<file path="src/logic/ctrl_defs.svh">
// constants for the byte-stream command controller
// include where frame bytes, memory sizes or flash timing are needed
`ifndef CTRL_DEFS_SVH
`define CTRL_DEFS_SVH

////////////////////
// frame bytes
////////////////////
// start of every host frame
`define CTRL_HEAD_BYTE 8'haa
// answer to a finished write
`define CTRL_ACK_BYTE 8'h55
// answer to an opcode we do not know
`define CTRL_NAK_BYTE 8'hee

////////////////////
// memories
////////////////////
// bytes of on-chip ram, address taken modulo this
`define CTRL_RAM_DEPTH 64
// bytes in the emulated flash page
`define CTRL_FLASH_DEPTH 32
// clocks the flash stays busy per programmed byte
`define CTRL_FLASH_BUSY 4

`endif

</file>
<file path="src/logic/ctrl_pkg.sv">
// types shared by the controller blocks
// parser states, opcodes and the structs on the internal links
package ctrl_pkg;

    // parser state, also shown at the top as status
    typedef enum logic [7:0] {
        wait_head    = 8'h01,
        wait_length  = 8'h02,
        wait_command = 8'h03,
        wait_address = 8'h04,
        ram_write    = 8'h05,
        ram_read     = 8'h06,
        flash_write  = 8'h07,
        flash_read   = 8'h08,
        send_reply   = 8'h09
    } parser_state_e;

    // opcodes as the host sends them
    typedef enum logic [7:0] {
        cmd_read_ram    = 8'h01,
        cmd_write_ram   = 8'h02,
        cmd_write_flash = 8'h04,
        cmd_read_flash  = 8'h08
    } command_e;

    // which byte the reply path takes
    typedef enum logic [1:0] {
        sel_engine = 2'd0,
        sel_ack    = 2'd1,
        sel_nak    = 2'd2
    } reply_sel_e;

    // one byte plus its strobe
    typedef struct packed {
        logic       valid;
        logic [7:0] data;
    } byte_beat_t;

    // engine access, strobes last one clock
    typedef struct packed {
        logic       wr;
        logic       rd;
        logic [7:0] addr;
        logic [7:0] data;
    } mem_req_t;

    // parser reply, data only meaningful for ack and nak
    typedef struct packed {
        reply_sel_e sel;
        logic [7:0] data;
    } reply_t;

endpackage

</file>
<file path="src/logic/byte_rx_sync.sv">
// four-phase slave on the host byte input
// hands the parser one beat per request phase
module byte_rx_sync (
    input  logic                 rx_flag,
    input  logic                 transFinish,
    input  logic                 in_req,
    input  logic [7:0]           in_data,
    output logic                 in_ack,
    input  logic                 rx_ready,
    output ctrl_pkg::byte_beat_t rx_beat
);

    // two-flop sync of the host request
    logic req_meta;
    logic req_sync;
    // byte taken on this clock
    logic take;

    // new phase only, and only while the parser can take it
    assign take = req_sync && !in_ack && rx_ready;

    always_ff @(posedge rx_flag or posedge transFinish) begin
        if (transFinish) begin
            req_meta <= 1'b0;
            req_sync <= 1'b0;
            in_ack   <= 1'b0;
            rx_beat  <= '0;
        end else begin
            req_meta <= in_req;
            req_sync <= req_meta;
            // beat is a single clock pulse
            rx_beat.valid <= take;
            if (take) begin
                // host holds data stable while req is high
                rx_beat.data <= in_data;
                in_ack       <= 1'b1;
            end else if (!req_sync) begin
                // release only once the request is gone
                in_ack <= 1'b0;
            end
        end
    end

endmodule

</file>
<file path="src/logic/ctrl_top.sv">
// command controller top level
// host bytes in and reply bytes out, both four-phase
module ctrl_top (
    input  logic                    rx_flag,
    input  logic                    transFinish,
    input  logic                    in_req,
    input  logic [7:0]              in_data,
    output logic                    in_ack,
    output logic                    out_req,
    output logic [7:0]              out_data,
    input  logic                    out_ack,
    output ctrl_pkg::parser_state_e status
);
    import ctrl_pkg::*;

    // receiver to parser
    byte_beat_t rx_beat;
    logic       rx_ready;
    // parser to engines
    mem_req_t   ram_req;
    mem_req_t   flash_req;
    logic       flash_busy;
    // into the reply path
    byte_beat_t ram_beat;
    byte_beat_t flash_beat;
    reply_t     reply;
    logic       tx_ready;

    byte_rx_sync i_byte_rx_sync (
        .rx_flag     (rx_flag),
        .transFinish (transFinish),
        .in_req      (in_req),
        .in_data     (in_data),
        .in_ack      (in_ack),
        .rx_ready    (rx_ready),
        .rx_beat     (rx_beat)
    );

    frame_parser i_frame_parser (
        .rx_flag     (rx_flag),
        .transFinish (transFinish),
        .rx_beat     (rx_beat),
        .rx_ready    (rx_ready),
        .tx_ready    (tx_ready),
        .ram_req     (ram_req),
        .flash_req   (flash_req),
        .flash_busy  (flash_busy),
        .reply       (reply),
        .status      (status)
    );

    ram_engine i_ram_engine (
        .rx_flag (rx_flag),
        .ram_req (ram_req),
        .rd_beat (ram_beat)
    );

    flash_engine i_flash_engine (
        .rx_flag     (rx_flag),
        .transFinish (transFinish),
        .flash_req   (flash_req),
        .flash_busy  (flash_busy),
        .rd_beat     (flash_beat)
    );

    resp_tx i_resp_tx (
        .rx_flag     (rx_flag),
        .transFinish (transFinish),
        .ram_beat    (ram_beat),
        .flash_beat  (flash_beat),
        .reply       (reply),
        .tx_ready    (tx_ready),
        .out_req     (out_req),
        .out_data    (out_data),
        .out_ack     (out_ack)
    );

endmodule

</file>
<file path="src/logic/flash_engine.sv">
// emulated flash page, all ones after reset
// programming can only clear bits and keeps the page busy a while
`include "ctrl_defs.svh"

module flash_engine (
    input  logic                 rx_flag,
    input  logic                 transFinish,
    input  ctrl_pkg::mem_req_t   flash_req,
    output logic                 flash_busy,
    output ctrl_pkg::byte_beat_t rd_beat
);

    localparam int addr_w = $clog2(`CTRL_FLASH_DEPTH);
    localparam int cnt_w  = $clog2(`CTRL_FLASH_BUSY + 1);

    logic [7:0]        page [`CTRL_FLASH_DEPTH];
    logic [addr_w-1:0] idx;
    // busy time left for the byte being programmed
    logic [cnt_w-1:0]  busy_cnt;

    assign idx        = flash_req.addr[addr_w-1:0];
    assign flash_busy = (busy_cnt != '0);

    always_ff @(posedge rx_flag or posedge transFinish) begin
        if (transFinish) begin
            // erased page
            for (int i = 0; i < `CTRL_FLASH_DEPTH; i++) begin
                page[i] <= 8'hff;
            end
            busy_cnt <= '0;
            rd_beat  <= '0;
        end else begin
            if (flash_req.wr) begin
                // a one can never come back without erase
                page[idx] <= page[idx] & flash_req.data;
                busy_cnt  <= cnt_w'(`CTRL_FLASH_BUSY);
            end else if (flash_busy) begin
                busy_cnt <= busy_cnt - 1'b1;
            end
            // read timing same as the ram
            rd_beat.valid <= flash_req.rd;
            if (flash_req.rd) begin
                rd_beat.data <= page[idx];
            end
        end
    end

endmodule

</file>
<file path="src/logic/frame_parser.sv">
// frame state machine: head, length, command, address, then transfer
// drives the engines and asks the reply path for ack or nak
`include "ctrl_defs.svh"

module frame_parser (
    input  logic                    rx_flag,
    input  logic                    transFinish,
    input  ctrl_pkg::byte_beat_t    rx_beat,
    output logic                    rx_ready,
    input  logic                    tx_ready,
    output ctrl_pkg::mem_req_t      ram_req,
    output ctrl_pkg::mem_req_t      flash_req,
    input  logic                    flash_busy,
    output ctrl_pkg::reply_t        reply,
    output ctrl_pkg::parser_state_e status
);
    import ctrl_pkg::*;

    parser_state_e state;
    command_e      cmd;
    reply_sel_e    pend_sel;
    // frame length and progress
    logic [7:0]    length;
    logic [7:0]    count;
    logic [7:0]    addr;
    // read strobe out, byte not yet taken by the reply path
    logic          rd_wait;
    logic          last_byte;
    // request templates for the transfer states
    mem_req_t      wr_req;
    mem_req_t      rd_req;

    assign status    = state;
    assign last_byte = (count == length - 8'd1);
    assign wr_req    = '{wr: 1'b1, rd: 1'b0, addr: addr, data: rx_beat.data};
    assign rd_req    = '{wr: 1'b0, rd: 1'b1, addr: addr, data: 8'h00};

    // host bytes welcome in the header and write states
    always_comb begin
        case (state)
            wait_head, wait_length, wait_command, wait_address, ram_write:
                rx_ready = 1'b1;
            // hold off until the flash has finished the last byte
            flash_write:
                rx_ready = !(rx_beat.valid || flash_req.wr || flash_busy);
            default:
                rx_ready = 1'b0;
        endcase
    end

    always_ff @(posedge rx_flag or posedge transFinish) begin
        if (transFinish) begin
            state     <= wait_head;
            cmd       <= cmd_read_ram;
            pend_sel  <= sel_ack;
            length    <= '0;
            count     <= '0;
            addr      <= '0;
            rd_wait   <= 1'b0;
            ram_req   <= '0;
            flash_req <= '0;
            reply     <= '{sel: sel_engine, data: 8'h00};
        end else begin
            // strobes and replies are single pulses
            ram_req.wr   <= 1'b0;
            ram_req.rd   <= 1'b0;
            flash_req.wr <= 1'b0;
            flash_req.rd <= 1'b0;
            reply        <= '{sel: sel_engine, data: 8'h00};
            // reply path busy again, so the byte was taken
            if (!tx_ready) begin
                rd_wait <= 1'b0;
            end

            case (state)
                ////////////////////
                // header states
                ////////////////////
                wait_head:
                    // anything but the head byte is dropped
                    if (rx_beat.valid && rx_beat.data == `CTRL_HEAD_BYTE) begin
                        state <= wait_length;
                    end
                wait_length:
                    if (rx_beat.valid) begin
                        length <= rx_beat.data;
                        state  <= wait_command;
                    end
                wait_command:
                    if (rx_beat.valid) begin
                        case (rx_beat.data)
                            cmd_read_ram, cmd_write_ram, cmd_write_flash, cmd_read_flash: begin
                                cmd   <= command_e'(rx_beat.data);
                                state <= wait_address;
                            end
                            default: begin
                                // refuse, then back to head search
                                pend_sel <= sel_nak;
                                state    <= send_reply;
                            end
                        endcase
                    end
                wait_address:
                    if (rx_beat.valid) begin
                        addr  <= rx_beat.data;
                        count <= '0;
                        if (length == 8'd0) begin
                            // empty write still acks, empty read says nothing
                            if (cmd == cmd_write_ram || cmd == cmd_write_flash) begin
                                pend_sel <= sel_ack;
                                state    <= send_reply;
                            end else begin
                                state <= wait_head;
                            end
                        end else begin
                            case (cmd)
                                cmd_write_ram:   state <= ram_write;
                                cmd_read_ram:    state <= ram_read;
                                cmd_write_flash: state <= flash_write;
                                default:         state <= flash_read;
                            endcase
                        end
                    end
                ////////////////////
                // transfer states
                ////////////////////
                ram_write, flash_write:
                    if (rx_beat.valid) begin
                        if (state == ram_write) begin
                            ram_req <= wr_req;
                        end else begin
                            flash_req <= wr_req;
                        end
                        addr  <= addr + 8'd1;
                        count <= count + 8'd1;
                        if (last_byte) begin
                            pend_sel <= sel_ack;
                            state    <= send_reply;
                        end
                    end
                ram_read, flash_read:
                    // one strobe per free slot in the reply path
                    if (tx_ready && !rd_wait) begin
                        if (state == ram_read) begin
                            ram_req <= rd_req;
                        end else begin
                            flash_req <= rd_req;
                        end
                        rd_wait <= 1'b1;
                        addr    <= addr + 8'd1;
                        count   <= count + 8'd1;
                        if (last_byte) begin
                            state <= wait_head;
                        end
                    end
                send_reply:
                    // wait for reads in flight and flash programming to finish
                    if (tx_ready && !rd_wait && !flash_busy && !flash_req.wr) begin
                        reply.sel  <= pend_sel;
                        reply.data <= (pend_sel == sel_nak) ? `CTRL_NAK_BYTE : `CTRL_ACK_BYTE;
                        state      <= wait_head;
                    end
                default:
                    state <= wait_head;
            endcase
        end
    end

endmodule

</file>
<file path="src/logic/ram_engine.sv">
// on-chip byte ram behind the parser
// write on the strobe clock, read byte valid one clock after its strobe
`include "ctrl_defs.svh"

module ram_engine (
    input  logic                 rx_flag,
    input  ctrl_pkg::mem_req_t   ram_req,
    output ctrl_pkg::byte_beat_t rd_beat
);

    localparam int addr_w = $clog2(`CTRL_RAM_DEPTH);

    logic [7:0]        mem [`CTRL_RAM_DEPTH];
    // upper address bits dropped, so addresses wrap on the depth
    logic [addr_w-1:0] idx;

    assign idx = ram_req.addr[addr_w-1:0];

    always_ff @(posedge rx_flag) begin
        if (ram_req.wr) begin
            mem[idx] <= ram_req.data;
        end
        // registered read port
        rd_beat.valid <= ram_req.rd;
        if (ram_req.rd) begin
            rd_beat.data <= mem[idx];
        end
    end

endmodule

</file>
<file path="src/logic/resp_tx.sv">
// reply path: picks the one valid byte source and
// sends it to the host as four-phase master on out_req / out_ack
module resp_tx (
    input  logic                 rx_flag,
    input  logic                 transFinish,
    input  ctrl_pkg::byte_beat_t ram_beat,
    input  ctrl_pkg::byte_beat_t flash_beat,
    input  ctrl_pkg::reply_t     reply,
    output logic                 tx_ready,
    output logic                 out_req,
    output logic [7:0]           out_data,
    input  logic                 out_ack
);
    import ctrl_pkg::*;

    typedef enum logic [1:0] {
        tx_idle,
        tx_send,
        tx_release
    } tx_state_e;

    tx_state_e  state;
    // host ack through two flops
    logic       ack_meta;
    logic       ack_sync;
    logic       src_valid;
    logic [7:0] src_byte;

    // parser reply wins, else whichever engine has data
    always_comb begin
        src_valid = 1'b1;
        src_byte  = reply.data;
        if (reply.sel == sel_engine) begin
            src_valid = ram_beat.valid || flash_beat.valid;
            src_byte  = ram_beat.valid ? ram_beat.data : flash_beat.data;
        end
    end

    assign tx_ready = (state == tx_idle);

    always_ff @(posedge rx_flag or posedge transFinish) begin
        if (transFinish) begin
            state    <= tx_idle;
            ack_meta <= 1'b0;
            ack_sync <= 1'b0;
            out_req  <= 1'b0;
            out_data <= 8'h00;
        end else begin
            ack_meta <= out_ack;
            ack_sync <= ack_meta;
            case (state)
                tx_idle:
                    if (src_valid) begin
                        out_data <= src_byte;
                        out_req  <= 1'b1;
                        state    <= tx_send;
                    end
                tx_send:
                    // hold the request until the host has it
                    if (ack_sync) begin
                        out_req <= 1'b0;
                        state   <= tx_release;
                    end
                tx_release:
                    // phase four, host lets go of ack
                    if (!ack_sync) begin
                        state <= tx_idle;
                    end
                default:
                    state <= tx_idle;
            endcase
        end
    end

endmodule

</file>
<file path="config.mk">
export PLATFORM = sky130hd
export DESIGN_NAME = ctrl_top
export DESIGN_NICKNAME = d
export VERILOG_FILES = /design/src/logic/ctrl_pkg.sv /design/src/logic/byte_rx_sync.sv /design/src/logic/ctrl_top.sv /design/src/logic/flash_engine.sv /design/src/logic/frame_parser.sv /design/src/logic/ram_engine.sv /design/src/logic/resp_tx.sv
export VERILOG_INCLUDE_DIRS = /design/src /design/src/logic
export SDC_FILE = /design/constraint.sdc
export NUM_CORES = 1
export LEC_CHECK = 0
export ABC_AREA = 0
export BUFFER_PORTS_ARGS = -buffer_cell sky130_fd_sc_hd__buf_2
export CAP_MARGIN = 15
export CORE_UTILIZATION = 42
export CTS_BUF_LIST = sky130_fd_sc_hd__clkbuf_4 sky130_fd_sc_hd__clkbuf_8
export CTS_CLUSTER_DIAMETER = 40
export DETAILED_ROUTE_END_ITERATION = 8
export PLACE_DENSITY = 0.65
export SETUP_SLACK_MARGIN = 0.2
export SLEW_MARGIN = 20
export SYNTH_ARGS = -nofsm -noshare
export SYNTH_HDL_FRONTEND = slang
export SYNTH_SLANG_ARGS = --single-unit
</file>
<file path="constraint.sdc">
create_clock -name rx_flag -period 10.4 [get_ports rx_flag]
set_input_delay 0.52 -clock rx_flag [delete_from_list [all_inputs] [get_ports rx_flag]]
set_output_delay 0.52 -clock rx_flag [all_outputs]
set_load 0.005 [all_outputs]
</file>
==> results of run 1 <==
## synthesized netlist by cell type, types with 3 or more instances
| master | instances | area (um^2) |
|---|---|---|
| xnor2_1 | 14 | 123 |
| a21o_1 | 10 | 75.1 |
| and3_1 | 6 | 37.5 |
| nor3_1 | 15 | 75.1 |
| o21a_1 | 4 | 30.0 |
| o22a_1 | 3 | 26.3 |
| a21oi_1 | 50 | 250 |
| inv_1 | 15 | 56.3 |
| ha_1 | 5 | 62.6 |
| nand3_1 | 15 | 75.1 |
| dfstp_2 | 259 | 6810 |
| o221ai_1 | 5 | 43.8 |
| and2_1 | 20 | 125 |
| or4_1 | 5 | 37.5 |
| nor3b_1 | 7 | 52.6 |
| nand4_1 | 12 | 75.1 |
| clkbuf_1 | 103 | 387 |
| o2bb2ai_1 | 4 | 35.0 |
| nand2_1 | 185 | 694 |
| buf_2 | 33 | 165 |
| buf_4 | 4 | 30.0 |
| and3b_1 | 4 | 35.0 |
| nor4_1 | 3 | 18.8 |
| nand2b_1 | 12 | 75.1 |
| mux4_2 | 122 | 2750 |
| a211oi_1 | 13 | 97.6 |
| o31ai_1 | 3 | 22.5 |
| nor2b_1 | 15 | 93.8 |
| o211ai_1 | 9 | 67.6 |
| o21ai_0 | 137 | 686 |
| xor2_1 | 6 | 52.6 |
| a31oi_1 | 6 | 37.5 |
| a22o_1 | 17 | 149 |
| or3_1 | 7 | 43.8 |
| nor2_1 | 140 | 526 |
| mux2i_1 | 66 | 661 |
| a22oi_1 | 63 | 473 |
| mux2_2 | 243 | 2740 |
| nand3b_1 | 7 | 52.6 |
| o22ai_1 | 23 | 144 |
| a221oi_1 | 42 | 368 |
| dfrtp_1 | 107 | 2680 |
| buf_1 | 16 | 60.1 |
| edfxtp_1 | 520 | 15600 |
## layer usage
metal  wire (um)  up-vias
met5           0        -
met2       43600     1011
met3        8010      193
met1       39100    11300
li1            -     9311
met4        2950        0
## cells by family after synthesis
logic type / after synthesis / share of synthesized area [%]
mux: 433 / 16.7
buf+inv: 172 / 1.89
flops: 887 / 67.8
xor+xnor: 20 / 0.473
compound gates: 405 / 7.20
simple gates: 468 / 5.81
fa+ha+maj: 5 / 0.169
other cells: 1 / 0.0101
## registers in the layout, summed over array words and instances, names as in the netlist, 3 cells and up
name / flops
i_byte_rx_sync.rx_beat: 9
i_flash_engine.busy_cnt: 3
i_flash_engine.page: 256
i_flash_engine.rd_beat: 9
i_frame_parser.addr: 6
i_frame_parser.cmd: 8
i_frame_parser.count: 8
i_frame_parser.flash_req: 15
i_frame_parser.length: 8
i_frame_parser.ram_req: 16
i_frame_parser.reply: 5
i_frame_parser.status: 4
i_ram_engine.mem: 512
i_ram_engine.rd_beat: 9
i_resp_tx.out_data: 8
## path summary, 6_finish.rpt
kind                                         endpoint  slack, ns  depth (start not counted)
max                           i_ram_engine.mem[27][7]       6.03                          4
min reg2reg                   i_byte_rx_sync.req_sync       0.33                          0
max reg2reg                   i_ram_engine.mem[27][7]       6.03                          4
min                           i_byte_rx_sync.req_sync       0.33                          0
min in group asynchronous  i_frame_parser.ram_req[17]       0.53                          4
max in group asynchronous     i_flash_engine.page[40]       7.54                          7
## layout by cell type, fill, tap and decap left out, types with 42 or more instances in the layout
| cell type | count |
|---|---|
| mux2i_1 | 66 |
| dfrtp_1 | 94 |
| a221oi_1 | 42 |
| dfstp_2 | 259 |
| edfxtp_1 | 520 |
| a21oi_1 | 50 |
| nand2_1 | 185 |
| mux4_2 | 122 |
| clkbuf_8 | 146 |
| o21ai_0 | 137 |
| clkbuf_4 | 57 |
| a22oi_1 | 63 |
| mux2_2 | 243 |
| nor2_1 | 139 |
## layout make-up
class                      count  area [um^2]
clock inverter                58          577
clock buffer                 203         2440
tap                         1155         1450
sequential                   887        25100
timing repair buffer          70          547
inverter                      16         63.8
fill                        7325        45500
multi-input combinational   1335        11300
antenna                        2         5.00
## what timing repair did
item,in CTS,in global routing
hold buffers,11,0
setup buffers,0,0
endpoints found under the hold margin,60,0
## worst register-to-register path: cells and delay by family (launching register included)
kind                   cells  cell delay, ns
AND/OR/NAND/NOR            3            2.55
flip-flops                 1            0.64
buffers and inverters      1            0.80
## metrics by stage
step	total power [mW]	setup WS [ns]	cells	cell area (um^2)	hold slack, ns
after floorplan	4.47	5.18	2394	37100	0.331
after global placement	4.66	6.14	3450	38300	0.345
after detailed placement	4.69	6.14	3451	38300	0.343
after CTS	7.83	6.14	3723	41400	0.315
after global routing	8.06	5.90	3726	41500	0.329
final	7.78	6.03	3726	41500	0.328
## power breakdown
group | internal, mW | leakage, nW | switching, mW
combinational | 0.258 | 3.81 | 0.339
clock | 1.72 | 1.59 | 1.43
sequential | 3.84 | 7.83 | 0.197
==> impl_metrics.toml, run 1 <==
[clock_network]
clockRootBuffer = "clkbuf_8"
cts_tree = "built"
clockBufferDepth = 3
cts.clk_slew.worst_paths_ns = 0.06
numCtsBuffers = 142
cts_max_level = 4
clkSinkCount = 887
insertion_delay_ns = 0.83
cts-resized-gates = 0

[grt]
gr-usage-met2_pct = 32.1
grt_overflow = 0
busiest_layer = "met2"
met3_usage_pct = 5.53
antenna_found_initial = 1
grt_pass1_wl_um = 142000
grt_pass1_vias = 22300
use_met1_pct = 29.3
grtUsageTotal_pct = 21.1
grt_max_degree = 222

[timing]
finalSetupTns_ns = 0
tightest_slew_ns = 1.21
maxSlewViolCount = 0
setup_viol = 0
slew_headroom_pct = 19.5
min_period_ns = 4.37
rsz0062_at_grt = "no"
fmax_ghz = 0.229
finClkSkew_ns = 0.0372
min_period_over_period_pct = 42.1
final_hold_viol_count = 0

[synth]
synthCells = 2391
ys.flop_type = "edfxtp_1"
yosysWarnings = 0
synth_edf_count = 520
avgSynthCellArea_um2 = 15.5
seq_area_frac_synth_pct = 67.8
syn_area_um2 = 37100
ys_seq_elements = 887
synth_cell_type_count = 70
synth-async-reset-ratio_pct = 41.3

[critical_path]
path_class = "flop to flop"
crit_fanout = 56
cp-end-kind = "flop"
r2r-start = "i_frame_parser.ram_req[9]"
cp_top_family = "simple AND/OR/NAND/NOR gates"
crit_slowest_cell = "nor2_1"
cp.arrival_ns = 4.83
critPathMaxStageDelay_ns = 0.97
worstSetupStartpoint = "i_frame_parser.ram_req[9]"
path_buf_inv = 1
crit_chain = "buf_4 -> and2_1 -> nand2_1 -> nor2_1"
cp.required_ns = 10.86
startpoint_type = "flop"

[layout]
syn_to_final_growth_pct = 11.9
layout-drive-gt1-share_pct = 37.3
final_util_pct = 47.7
nets = 2469

[placement]
gp_congestion = 0.881
portBuffers = 25
dp_hpwl_um = 57800

[die]
die_h_um = 299
die_area_um2 = 89400
start_util_pct = 42.6
core-area_um2 = 87000
die_w_um = 299
rows = 108
ios = 30

[detailed_routing]
wirelength_um = 93600
routedWlPerCell_um = 25.1
via_count = 21800
final_antenna_net_count = 0
drtIter0Drc = 2197
dr.pass1.iters = 6
viasPerCell = 5.86
drc = 0

[pwr]
leakage_nw = 13.2
power.density_nw_per_um2 = 188
peakVddDrop_v = 0.000162

[hold_path]
min-delay-start = "i_byte_rx_sync.req_meta"
min_path_type = "flop to flop"

[job]
drv_cap = 0

[status]
status = "finished, final reports clean"
No activity file was read; power rests on OpenSTA's default activity.
==> inputs of run 2 (changes only) <==
--- a/config.mk
+++ b/config.mk
@@ -13,7 +13,7 @@
 export CTS_BUF_LIST = sky130_fd_sc_hd__clkbuf_4 sky130_fd_sc_hd__clkbuf_8
 export CTS_CLUSTER_DIAMETER = 40
 export DETAILED_ROUTE_END_ITERATION = 8
-export PLACE_DENSITY = 0.65
+export PLACE_DENSITY = 0.63
 export SETUP_SLACK_MARGIN = 0.2
 export SLEW_MARGIN = 20
 export SYNTH_ARGS = -nofsm -noshare
==> constraint.sdc (replaced) <==
create_clock -name rx_flag -period 4.4 [get_ports rx_flag]
set_input_delay 0.22 -clock rx_flag [delete_from_list [all_inputs] [get_ports rx_flag]]
set_output_delay 0.22 -clock rx_flag [all_outputs]
set_load 0.005 [all_outputs]
==> run 2 against run 1 <==
Effect of this change:
- total power up 130%
- via count up 0.85%
- highest routed layer unchanged
- critical path type unchanged
- critical endpoint is now i_flash_engine.page[195]
- clock power increased by 130%
==> impl_metrics.toml, run 2 (synthesis gave the netlist of run 1 again) <==
[hold_path]
min_path_type = "primary input to flop"

[clock_network]
insertion_delay_ns = 0.80
cts-resized-gates = 0
cts.clk_slew.worst_paths_ns = 0.06
cts_tree = "built"
cts_max_level = 4
clkSinkCount = 887
clockRootBuffer = "clkbuf_8"
clockBufferDepth = 3
numCtsBuffers = 142

[layout]
layout-drive-gt1-share_pct = 38.7
largestRegisters = "i_ram_engine.mem x512, i_flash_engine.page x256, i_frame_parser.ram_req x16"
syn_to_final_growth_pct = 13.2
layout_common_cells = "edfxtp_1 (520), dfstp_2 (259), mux2_2 (243)"
final_common_cell = "edfxtp_1"
nets = 2540
fin_area_um2 = 42000
largest_register = "i_ram_engine.mem"
largest_register_ffs = 512
final_cells = 3786

[timing]
setup_viol = 0
fmax_ghz = 0.290
maxSlewViolCount = 0
min_period_over_period_pct = 78.4
final_hold_viol_count = 0
slew_headroom_pct = 25.1
finClkSkew_ns = 0.0388
tightest_slew_ns = 1.12
min_period_ns = 3.45
rsz0062_at_grt = "no"

[detailed_routing]
via_count = 22000
viasPerCell = 5.81
routedWlPerCell_um = 25.1
final_antenna_net_count = 0
dr.pass1.iters = 6
wirelength_um = 95100
drtIter0Drc = 2212
drc = 0

[die]
die_h_um = 299
die_w_um = 299
die_area_um2 = 89400
ios = 30
start_util_pct = 42.6
rows = 108
core-area_um2 = 87000

[critical_path]
path_class = "flop to flop"
crit_fanout = 32
cp.required_ns = 5.10
cp.arrival_ns = 4.15
cp-end-kind = "flop"
startpoint_type = "flop"

[pwr]
leakage_nw = 13.6
comb_power_share_pct = 7.7
p_seq_share_pct = 52.4
pwr-share-clk_pct = 40.0
peakVddDrop_v = 0.000356
power.density_nw_per_um2 = 434
swShare_pct = 24.3
internal_power_mw = 13.8
power_switching_mw = 4.43

[placement]
dp_hpwl_um = 60500
gp_congestion = 0.904
dp.cells = 3523
place_area_um2 = 38900
portBuffers = 25

[grt]
grt_max_degree = 138
grt_pass1_vias = 22400
grt_overflow = 0
grtUsageTotal_pct = 21.5
antenna_found_initial = 1
grt_pass1_wl_um = 144000

[job]
drv_cap = 0

[status]
status = "finished, final reports clean"
run 2: cell types whose count changed in the layout (fill, tap and decap cells not counted), sizes merged:
cell	before	now
buf	59	130
bufinv	7	6
clkbuf	203	207
clkinv	37	32
clkinvlp	5	4
diode	2	1
inv	25	18
run 2: path summary, 6_finish.rpt:
check,from,to,slack [ns],depth (start not counted)
worst max-delay path,i_frame_parser.flash_req[8],i_flash_engine.page[195],0.95,6
worst min-delay path,in_req,i_byte_rx_sync.req_meta,0.07,2
worst max register to register,i_frame_parser.flash_req[8],i_flash_engine.page[195],0.95,6
worst min register to register,i_resp_tx.ack_meta,i_resp_tx.ack_sync,0.35,0
max in group asynchronous,transFinish,i_flash_engine.page[186],3.14,4
min in group asynchronous,transFinish,i_frame_parser.ram_req[13],0.11,3
run 2: layout make-up:
class                           instances  area, um^2
Inverter                               16        63.8
Timing Repair Buffer                  141        1070
Sequential cell                       887       25200
Multi-Input combinational cell       1335       11300
Clock buffer                          207        2570
Antenna cell                            1        2.50
Tap cell                             1155        1450
Clock inverter                         44         372
Fill cell                            7383       45100
run 2: metrics by stage:
| stage | hold slack (ns) | power, mW | worst slack [ns] | util, % | setup TNS (ns) |
|---|---|---|---|---|---|
| CTS | 0.00399 | 18.4 | 0.970 | 48.2 | 0 |
| finish | 0.0728 | 18.2 | 0.952 | 48.2 | 0 |
| global placement | 0.331 | 11.0 | 0.732 | 44.7 | 0 |
| global route | 0.0377 | 18.9 | 0.809 | 48.2 | 0 |
| detailed placement | 0.333 | 11.1 | 0.981 | 44.7 | 0 |
| floorplan | 0.251 | 10.6 | -0.519 | - | -55.51 |
run 2: per-layer routing:
metal  GRT usage [%]  part of all wire (%)  vias up  wire, um
li1                -                     -     9440         -
met1            30.7                    43    11400     41000
met2            32.7                    46      971     43800
met3            4.34                   7.8      173      7420
met4            7.84                   3.0        0      2860
met5               0                     0        -         0
run 2: timing repair:
action / CTS / global route
endpoints found under the hold margin: 27 / 0
hold buffers: 11 / 0
buffers inserted: 0 / 0
run 2: power by group through the flow:
stage / Sequential [mW] / Combinational (mW) / Clock (mW)
finish: 9.54 / 1.40 / 7.28
global route: 9.58 / 1.54 / 7.80
CTS: 9.53 / 1.40 / 7.45
detailed placement: 9.69 / 1.39 / 0
global placement: 9.67 / 1.34 / 0
floorplan: 9.42 / 1.14 / 0
run 2: worst max-delay path, cell delays in order, from the launching register on:
cell and delay [ns]:
dfrtp_4 0.88, buf_4 0.29, mux4_2 0.52, a22oi_1 0.41
nand4_1 0.22, and2_1 0.55, mux2_2 0.44
